<file path="src/include/seq_defines.svh">
/*
 * Sizing macros for the sequence number subsystem.
 * Included by the packages and by any module that needs a raw width or depth.
 */

`ifndef SEQ_DEFINES_SVH
`define SEQ_DEFINES_SVH

// Full width of a sequence number, epoch bits included
`define SEQ_NUM_BITS 5

// Top bits of the number that form the epoch
// Two bits give four epochs of eight entries each
`define SEQ_EPOCH_BITS 2

// Most entries the tail can pass over in one cycle
`define SEQ_FREE_WIDTH 2

// Entries in the free request FIFO
`define SEQ_FREE_DEPTH 4

`endif

</file>
<file path="src/source/seq_types_pkg.sv">
/*
 * Types that describe a sequence number and its two fields.
 * Modules name these in their port lists and import the package in the body.
 */

`include "seq_defines.svh"

package seq_types_pkg;

  // Whole sequence number, epoch above offset
  typedef logic [`SEQ_NUM_BITS-1:0] seq_num_t;

  // Epoch field, the top bits of a number
  typedef logic [`SEQ_EPOCH_BITS-1:0] epoch_t;

  // Offset inside an epoch
  // Everything below the epoch field
  typedef logic [`SEQ_NUM_BITS-`SEQ_EPOCH_BITS-1:0] offset_t;

endpackage

</file>
<file path="src/source/seq_cmp_pkg.sv">
/*
 * Result encoding of the age comparator.
 * Shared by the comparator and whatever reads its answer.
 */

package seq_cmp_pkg;

  // Which of the two queried numbers was handed out first
  typedef enum logic [1:0] {
    AGE_A_OLDER = 2'd0,
    AGE_B_OLDER = 2'd1,
    AGE_SAME    = 2'd2
  } age_result_e;

endpackage

</file>
<file path="src/source/seq_alloc_unit.sv">
/*
 * Allocates sequence numbers at the head and reclaims freed ones at the tail.
 * Releases arrive out of order; the tail only passes contiguous freed entries.
 * Drives the tail epoch used for age comparisons.
 */

`timescale 1ns/1ns
`include "seq_defines.svh"

module seq_alloc_unit (
  input  logic                    clk,
  input  logic                    rst,

  // Allocation handshake
  output logic                    alloc_val,
  input  logic                    alloc_rdy,
  output seq_types_pkg::seq_num_t alloc_seq_num,

  // Release from the free FIFO, always accepted
  input  logic                    rel_val,
  input  seq_types_pkg::seq_num_t rel_seq_num,

  output seq_types_pkg::epoch_t   tail_epoch
);

  import seq_types_pkg::*;

  localparam int NUM_BITS    = $bits(seq_num_t);
  localparam int EPOCH_BITS  = $bits(epoch_t);
  localparam int OFFSET_BITS = $bits(offset_t);
  localparam int NUM_ENTRIES = 1 << `SEQ_NUM_BITS;
  localparam int FREE_WIDTH  = `SEQ_FREE_WIDTH;
  localparam int INCR_BITS   = $clog2(FREE_WIDTH + 1);

  seq_num_t               head_ptr;
  seq_num_t               tail_ptr;
  logic [NUM_ENTRIES-1:0] alloc_flags;
  logic                   alloc_fire;
  epoch_t                 head_epoch;
  epoch_t                 head_next_epoch;
  offset_t                head_offset;
  seq_num_t               live_count;
  logic [FREE_WIDTH-1:0]  reclaim_window;
  logic [FREE_WIDTH-1:0]  reclaim_run;
  logic [INCR_BITS-1:0]   tail_incr;

  // --------------------------------------------------------------------------
  // Allocation
  // --------------------------------------------------------------------------

  assign head_epoch      = head_ptr[NUM_BITS-1 -: EPOCH_BITS];
  assign head_offset     = head_ptr[OFFSET_BITS-1:0];
  assign head_next_epoch = head_epoch + epoch_t'(1);

  // Stop at the last slot of an epoch if the next epoch still holds the tail
  // Otherwise the head would wrap onto live numbers
  assign alloc_val = !((&head_offset) && (head_next_epoch == tail_epoch));

  assign alloc_fire    = alloc_val && alloc_rdy;
  assign alloc_seq_num = head_ptr;

  always_ff @(posedge clk) begin
    if (rst) begin
      head_ptr <= '0;
    end else if (alloc_fire) begin
      head_ptr <= head_ptr + seq_num_t'(1);
    end
  end

  // --------------------------------------------------------------------------
  // Per-entry flags
  // --------------------------------------------------------------------------

  // One bit per number, set while it is out with a client
  always_ff @(posedge clk) begin
    if (rst) begin
      alloc_flags <= '0;
    end else begin
      if (alloc_fire) begin
        alloc_flags[head_ptr] <= 1'b1;
      end
      // Client never releases the number being allocated, so no conflict
      if (rel_val) begin
        alloc_flags[rel_seq_num] <= 1'b0;
      end
    end
  end

  // --------------------------------------------------------------------------
  // Reclaim
  // --------------------------------------------------------------------------

  // Entries still between tail and head
  assign live_count = head_ptr - tail_ptr;

  // Freed status of the entries just above the tail, wrapping at the top
  always_comb begin
    seq_num_t idx;
    idx = tail_ptr;
    for (int j = 0; j < FREE_WIDTH; j++) begin
      idx = tail_ptr + seq_num_t'(j);
      reclaim_window[j] = !alloc_flags[idx];
    end
  end

  // Run of freed entries starting at the tail
  // Breaks at the first live entry or once it would pass the head
  always_comb begin
    logic run;
    run = 1'b1;
    for (int j = 0; j < FREE_WIDTH; j++) begin
      run = run && reclaim_window[j] && (seq_num_t'(j) < live_count);
      reclaim_run[j] = run;
    end
  end

  // Run is a thermometer code, its length is the advance
  assign tail_incr = INCR_BITS'($countones(reclaim_run));

  always_ff @(posedge clk) begin
    if (rst) begin
      tail_ptr <= '0;
    end else begin
      tail_ptr <= tail_ptr + seq_num_t'(tail_incr);
    end
  end

  // Epoch of the oldest live number, reference point for age queries
  assign tail_epoch = tail_ptr[NUM_BITS-1 -: EPOCH_BITS];

endmodule

</file>
<file path="src/source/seq_free_fifo.sv">
/*
 * Circular FIFO between the free port and the allocation unit.
 * Takes one free per cycle and hands one release per cycle downstream.
 */

`timescale 1ns/1ns
`include "seq_defines.svh"

module seq_free_fifo (
  input  logic                    clk,
  input  logic                    rst,

  // Free handshake from the client
  input  logic                    free_val,
  output logic                    free_rdy,
  input  seq_types_pkg::seq_num_t free_seq_num,

  // Release toward the allocation unit, no back-pressure
  output logic                    rel_val,
  output seq_types_pkg::seq_num_t rel_seq_num
);

  import seq_types_pkg::*;

  localparam int DEPTH    = `SEQ_FREE_DEPTH;
  localparam int PTR_BITS = $clog2(DEPTH);
  localparam int CNT_BITS = $clog2(DEPTH + 1);

  seq_num_t            mem [DEPTH];
  logic [PTR_BITS-1:0] rd_ptr;
  logic [PTR_BITS-1:0] wr_ptr;
  logic [CNT_BITS-1:0] count;
  logic                push;
  logic                pop;

  // Full only when every slot holds a pending free
  assign free_rdy = (count != CNT_BITS'(DEPTH));
  assign push     = free_val && free_rdy;

  // Downstream always takes it, so drain whenever not empty
  assign rel_val     = (count != '0);
  assign pop         = rel_val;
  assign rel_seq_num = mem[rd_ptr];

  // Storage
  always_ff @(posedge clk) begin
    if (push) begin
      mem[wr_ptr] <= free_seq_num;
    end
  end

  // Pointers wrap explicitly so depth need not be a power of two
  always_ff @(posedge clk) begin
    if (rst) begin
      wr_ptr <= '0;
      rd_ptr <= '0;
    end else begin
      if (push) begin
        wr_ptr <= (wr_ptr == PTR_BITS'(DEPTH - 1)) ? '0 : wr_ptr + PTR_BITS'(1);
      end
      if (pop) begin
        rd_ptr <= (rd_ptr == PTR_BITS'(DEPTH - 1)) ? '0 : rd_ptr + PTR_BITS'(1);
      end
    end
  end

  // Occupancy, unchanged on simultaneous push and pop
  always_ff @(posedge clk) begin
    if (rst) begin
      count <= '0;
    end else begin
      case ({push, pop})
        2'b10:   count <= count + CNT_BITS'(1);
        2'b01:   count <= count - CNT_BITS'(1);
        default: count <= count;
      endcase
    end
  end

endmodule

</file>
<file path="src/source/seq_age_cmp.sv">
/*
 * Decides which of two live sequence numbers is older.
 * Purely combinational; epochs are taken relative to the current tail epoch.
 */

`timescale 1ns/1ns

module seq_age_cmp (
  input  seq_types_pkg::epoch_t     tail_epoch,
  input  seq_types_pkg::seq_num_t   query_a,
  input  seq_types_pkg::seq_num_t   query_b,
  output seq_cmp_pkg::age_result_e  age_result
);

  import seq_types_pkg::*;
  import seq_cmp_pkg::*;

  localparam int NUM_BITS    = $bits(seq_num_t);
  localparam int EPOCH_BITS  = $bits(epoch_t);
  localparam int OFFSET_BITS = $bits(offset_t);

  epoch_t  rel_epoch_a;
  epoch_t  rel_epoch_b;
  offset_t offset_a;
  offset_t offset_b;

  // Distance from the tail epoch, wrapping modulo the epoch count
  // The tail epoch maps to zero, so smaller means older
  assign rel_epoch_a = query_a[NUM_BITS-1 -: EPOCH_BITS] - tail_epoch;
  assign rel_epoch_b = query_b[NUM_BITS-1 -: EPOCH_BITS] - tail_epoch;

  assign offset_a = query_a[OFFSET_BITS-1:0];
  assign offset_b = query_b[OFFSET_BITS-1:0];

  always_comb begin
    if (rel_epoch_a < rel_epoch_b) begin
      age_result = AGE_A_OLDER;
    end else if (rel_epoch_b < rel_epoch_a) begin
      age_result = AGE_B_OLDER;
    end else if (offset_a < offset_b) begin
      // Same epoch, lower offset was handed out first
      age_result = AGE_A_OLDER;
    end else if (offset_b < offset_a) begin
      age_result = AGE_B_OLDER;
    end else begin
      age_result = AGE_SAME;
    end
  end

endmodule

</file>
<file path="src/source/seq_num_top.sv">
/*
 * Top of the sequence number subsystem.
 * Frees pass through the FIFO into the allocation unit; the comparator
 * answers age queries against the allocation unit's tail epoch.
 */

`timescale 1ns/1ns

module seq_num_top (
  input  logic                     clk,
  input  logic                     rst,

  // Allocation port
  output logic                     alloc_val,
  input  logic                     alloc_rdy,
  output seq_types_pkg::seq_num_t  alloc_seq_num,

  // Free port
  input  logic                     free_val,
  output logic                     free_rdy,
  input  seq_types_pkg::seq_num_t  free_seq_num,

  // Age port
  input  seq_types_pkg::seq_num_t  query_a,
  input  seq_types_pkg::seq_num_t  query_b,
  output seq_cmp_pkg::age_result_e age_result,

  output seq_types_pkg::epoch_t    tail_epoch
);

  import seq_types_pkg::*;

  // FIFO to allocation unit
  logic     rel_val;
  seq_num_t rel_seq_num;

  seq_free_fifo free_fifo_i (
    .clk          (clk),
    .rst          (rst),
    .free_val     (free_val),
    .free_rdy     (free_rdy),
    .free_seq_num (free_seq_num),
    .rel_val      (rel_val),
    .rel_seq_num  (rel_seq_num)
  );

  seq_alloc_unit alloc_unit_i (
    .clk           (clk),
    .rst           (rst),
    .alloc_val     (alloc_val),
    .alloc_rdy     (alloc_rdy),
    .alloc_seq_num (alloc_seq_num),
    .rel_val       (rel_val),
    .rel_seq_num   (rel_seq_num),
    .tail_epoch    (tail_epoch)
  );

  // Same tail epoch feeds the comparator and the top output
  seq_age_cmp age_cmp_i (
    .tail_epoch (tail_epoch),
    .query_a    (query_a),
    .query_b    (query_b),
    .age_result (age_result)
  );

endmodule

</file>
<file path="config.mk">
export PLATFORM = sky130hd
export DESIGN_NAME = seq_num_top
export DESIGN_NICKNAME = d
export VERILOG_FILES = /design/src/source/seq_types_pkg.sv /design/src/source/seq_cmp_pkg.sv /design/src/source/seq_alloc_unit.sv /design/src/source/seq_free_fifo.sv /design/src/source/seq_age_cmp.sv /design/src/source/seq_num_top.sv
export VERILOG_INCLUDE_DIRS = /design/src /design/src/include
export SDC_FILE = /design/constraint.sdc
export NUM_CORES = 1
export LEC_CHECK = 0
export BUFFER_PORTS_ARGS = -buffer_cell sky130_fd_sc_hd__buf_2
export CORE_MARGIN = 4
export CORE_UTILIZATION = 40
export DETAILED_ROUTE_END_ITERATION = 7
export HOLD_SLACK_MARGIN = 0.1
export PLACE_DENSITY = 0.56
export SLEW_MARGIN = 0
export SYNTH_ARGS = -nofsm -noshare
export SYNTH_HDL_FRONTEND = slang
export SYNTH_HIERARCHICAL = 1
export SYNTH_SLANG_ARGS = --single-unit
</file>
<file path="constraint.sdc">
create_clock -name clk -period 3.5 [get_ports clk]
set_input_delay 0.7 -clock clk [delete_from_list [all_inputs] [get_ports clk]]
set_output_delay 0.7 -clock clk [all_outputs]
set_load 0.01 [all_outputs]
</file>
==> impl_metrics.json <==
{
  "outcome": "complete, no violations",
  "reg2regPathDepth": 13,
  "post-route-drc-count": 0,
  "die_w_microns": 108.6,
  "routedWlPerCell_microns": 16.07,
  "r2r_start": "alloc_unit_i/tail_ptr[1]",
  "grt_max_degree": 52,
  "synth-edff-count": 20,
  "io_buffer_count": 29,
  "clk_latency_ns": 0.36,
  "crit_path_start_kind": "flip-flop",
  "synth_cells": 371,
  "cts_tree": "built",
  "yosysSeqAreaShare_pct": 40.06,
  "crit_arrival_ns": 3.45,
  "nFillCells": 970,
  "final_cell_mix": "dfxtp_1 (51), a211oi_1 (32), buf_2 (29)",
  "antenna_cells": 0,
  "drtIter0Drc": 213,
  "root_buffer": "clkbuf_8",
  "path_buf_inv": 2,
  "skew_ns": 0.01384,
  "multi_input_area_sq_um": 2188,
  "peakVddDrop_mv": 0.2656,
  "numClockSinks": 71,
  "crit_chain": "ha_2 -> buf_4 -> mux4_2 -> mux2i_1 -> a22oi_1 -> a21o_1 -> a211o_1 -> fa_1 -> inv_1 -> ha_1 -> nand3_1 -> xor2_1 -> nor2_1",
  "slew_headroom_pct": 34.66,
  "grt_pass1_wl_microns": 14440,
  "yosysUniqueCellTypes": 48,
  "dieHeight_microns": 108.6,
  "dr.pass1.iters": 4,
  "ys_warn_count": 6,
  "path_delay_family": "adder cells",
  "min_period_ns": 3.246,
  "clk_pin_slew_ns": 0.09,
  "hold_viol": 0,
  "grt_use_total_pct": 15.83,
  "worstHoldPathType": "flip-flop to flip-flop",
  "leakage_nw": 1.757,
  "ff_latch_area_sq_um": 1622,
  "floorplan.initialDensity_pct": 41.22,
  "maxCapViolations": 0,
  "ys.flop_type": "dfxtp_1",
  "yosys_register_bits": 71,
  "routabilityCongestion": 0.7891,
  "hold_slack_ns": 0.4835,
  "tightest_slew_ns": 0.9801,
  "reg2reg_slack_ns": 0.25,
  "min_period_over_period_pct": 92.75,
  "final_common_cell": "dfxtp_1",
  "htreeDepth": 3,
  "rows": 36,
  "routed_wl_microns": 8502,
  "holdPathStages": 2,
  "crit_fanout": 5,
  "syn_to_final_growth_pct": 10.11,
  "ys_async_sr_fraction_pct": 0,
  "finalSetupTns_ns": 0,
  "r2r_end": "alloc_unit_i/tail_ptr[4]",
  "ant_nets": 0,
  "slowest_delay_ns": 0.50,
  "cellPowerDensity_nw_per_um2": 595.7,
  "viasPerCell": 5.490,
  "finalSetupViolCount": 0,
  "slew_viol_final": 0,
  "min_from": "free_fifo_i/rd_ptr[1]",
  "syn_avg_cell_area_sq_um": 10.91,
  "core_sq_um": 9819,
  "pin_count": 30,
  "via_count": 2904,
  "antenna_found_initial": 0,
  "grt_pass1_vias": 2825,
  "path_class": "flip-flop to flip-flop",
  "placedCellCount": 513,
  "dieArea_sq_um": 11790,
  "dp_hpwl_microns": 6138,
  "worstHoldEndpoint": "free_fifo_i/rd_ptr[1]",
  "layout.cells.non_filler": 529,
  "fin_nets": 440,
  "rsz0062_at_grt": "false",
  "cp_slowest_cell": "mux4_2",
  "syn-num-nets": 420,
  "cts_made_buffers": 9,
  "syn_area_sq_um": 4048,
  "drive_above_1_share_pct": 18.69,
  "cp-end-kind": "flip-flop",
  "p_total_mw": 2.655,
  "clock.fmax_mhz": 308.1,
  "worstPathRequired_ns": 3.70,
  "ctsLongestPathBuffers": 2,
  "grt-ovfl-total": 0
}
power breakdown:
group / internal (mW) / leakage, nW / total (mW) / switching, mW
Clock: 0.285 / 0.0935 / 0.629 / 0.344
Combinational: 0.454 / 1.07 / 1.02 / 0.563
Sequential: 0.931 / 0.597 / 1.01 / 0.0779
Total: 1.67 / 1.76 / 2.65 / 0.985
tightest hold or removal path: cells and delay by family, from the launching register on:
family          cells  cell delay [ns]
flops               1             0.32
compound gates      1             0.06
simple gates        1             0.05
synthesized netlist by cell type (2+ instances only):
library cell  instances  area [sq um]
a211o_1               2         17.52
a211oi_1             32         240.2
a21o_1                3         22.52
a21oi_1              26         130.1
a221oi_1              2         17.52
a31oi_1              16         100.1
and2_1                4         25.02
and3_1                6         37.54
and3b_1               3         26.28
buf_1                 3         11.26
buf_2                 9         45.04
buf_4                 2         15.01
buf_6                 3         33.78
clkbuf_1              9         33.78
dfxtp_1              51          1021
edfxtp_1             20         600.6
fa_1                  3         60.06
ha_1                 27         337.8
inv_1                26         97.59
mux2i_1               6         60.06
mux4_1                9         236.5
mux4_2               13         292.8
nand2_1              19         71.32
nand2b_1              3         18.77
nand3_1               7         35.03
nor2_1               16         60.06
nor2b_1               5         31.28
nor3_1                6         30.03
nor3b_1               4         30.03
o21ai_0               4         20.02
xnor2_1              12         105.1
xor2_1                4         35.03
cell families (layout without fill, tap and decap cells):
family	Yosys count	in the layout	share of synthesized area (%)
multiplexers	28	28	14.56
XOR/XNOR	17	17	3.864
AND/OR/NAND/NOR	80	80	10.45
adder cells (fa/ha/maj)	30	30	9.830
flip-flops	71	71	40.06
AO/OA/AOI/OAI	92	92	15.30
buffers and inverters	53	78	5.935
metrics by stage:
step           util (%)  setup WS, ns  area (sq um)
3_5_place_dp      43.44        0.1936          4265
2_1_floorplan         -        0.4034          4048
4_1_cts           45.36        0.1679          4454
3_3_place_gp      43.44        0.2747          4265
5_1_grt           45.39       0.01855          4457
6_report          45.39        0.2538          4457
repair_timing:
action	in CTS	in global routing
hold buffers	0	0
buffers inserted	0	0
resized for setup	0	1
endpoints found under the setup margin	0	1
routing by layer:
layer / track usage, % / vias to the layer above / part of all wire [%]
met2: 25.46 / 59 / 48
li1: - / 1428 / -
met5: 0 / - / 0
met4: 4.959 / 0 / 1.1
met3: 3.821 / 7 / 4.7
met1: 21.06 / 1410 / 46
cell type report:
cell class                      instances  area share, %
Sequential cell                        71          36.38
Clock buffer                           10          3.088
Inverter                               27          2.274
Multi-Input combinational cell        247          49.10
Timing Repair Buffer                   35          4.267
Tap cell                              133          3.734
Clock inverter                          6          1.151
registers in the layout, indices dropped and copies added (netlist names), named ones only:
register,count
free_fifo_i/rd_ptr,2
alloc_unit_i/tail_ptr,5
free_fifo_i/mem,20
alloc_unit_i/alloc_seq_num,5
free_fifo_i/wr_ptr,2
alloc_unit_i/alloc_flags,32
free_fifo_i/count,3
how the worst max path moves through the flow:
stage | from | end | slack, ns | depth (start not counted)
4_1_cts | alloc_unit_i/tail_ptr[0] | alloc_unit_i/tail_ptr[4] | 0.17 | 13
5_1_grt | alloc_unit_i/tail_ptr[0] | alloc_unit_i/tail_ptr[4] | 0.02 | 13
2_1_floorplan | alloc_unit_i/tail_ptr[0] | alloc_unit_i/tail_ptr[4] | 0.40 | 13
3_3_place_gp | alloc_unit_i/tail_ptr[0] | alloc_unit_i/tail_ptr[4] | 0.27 | 13
3_5_place_dp | alloc_unit_i/tail_ptr[0] | alloc_unit_i/tail_ptr[4] | 0.19 | 13
6_report | alloc_unit_i/tail_ptr[1] | alloc_unit_i/tail_ptr[4] | 0.25 | 13
No activity file was read; power rests on OpenSTA's default activity.
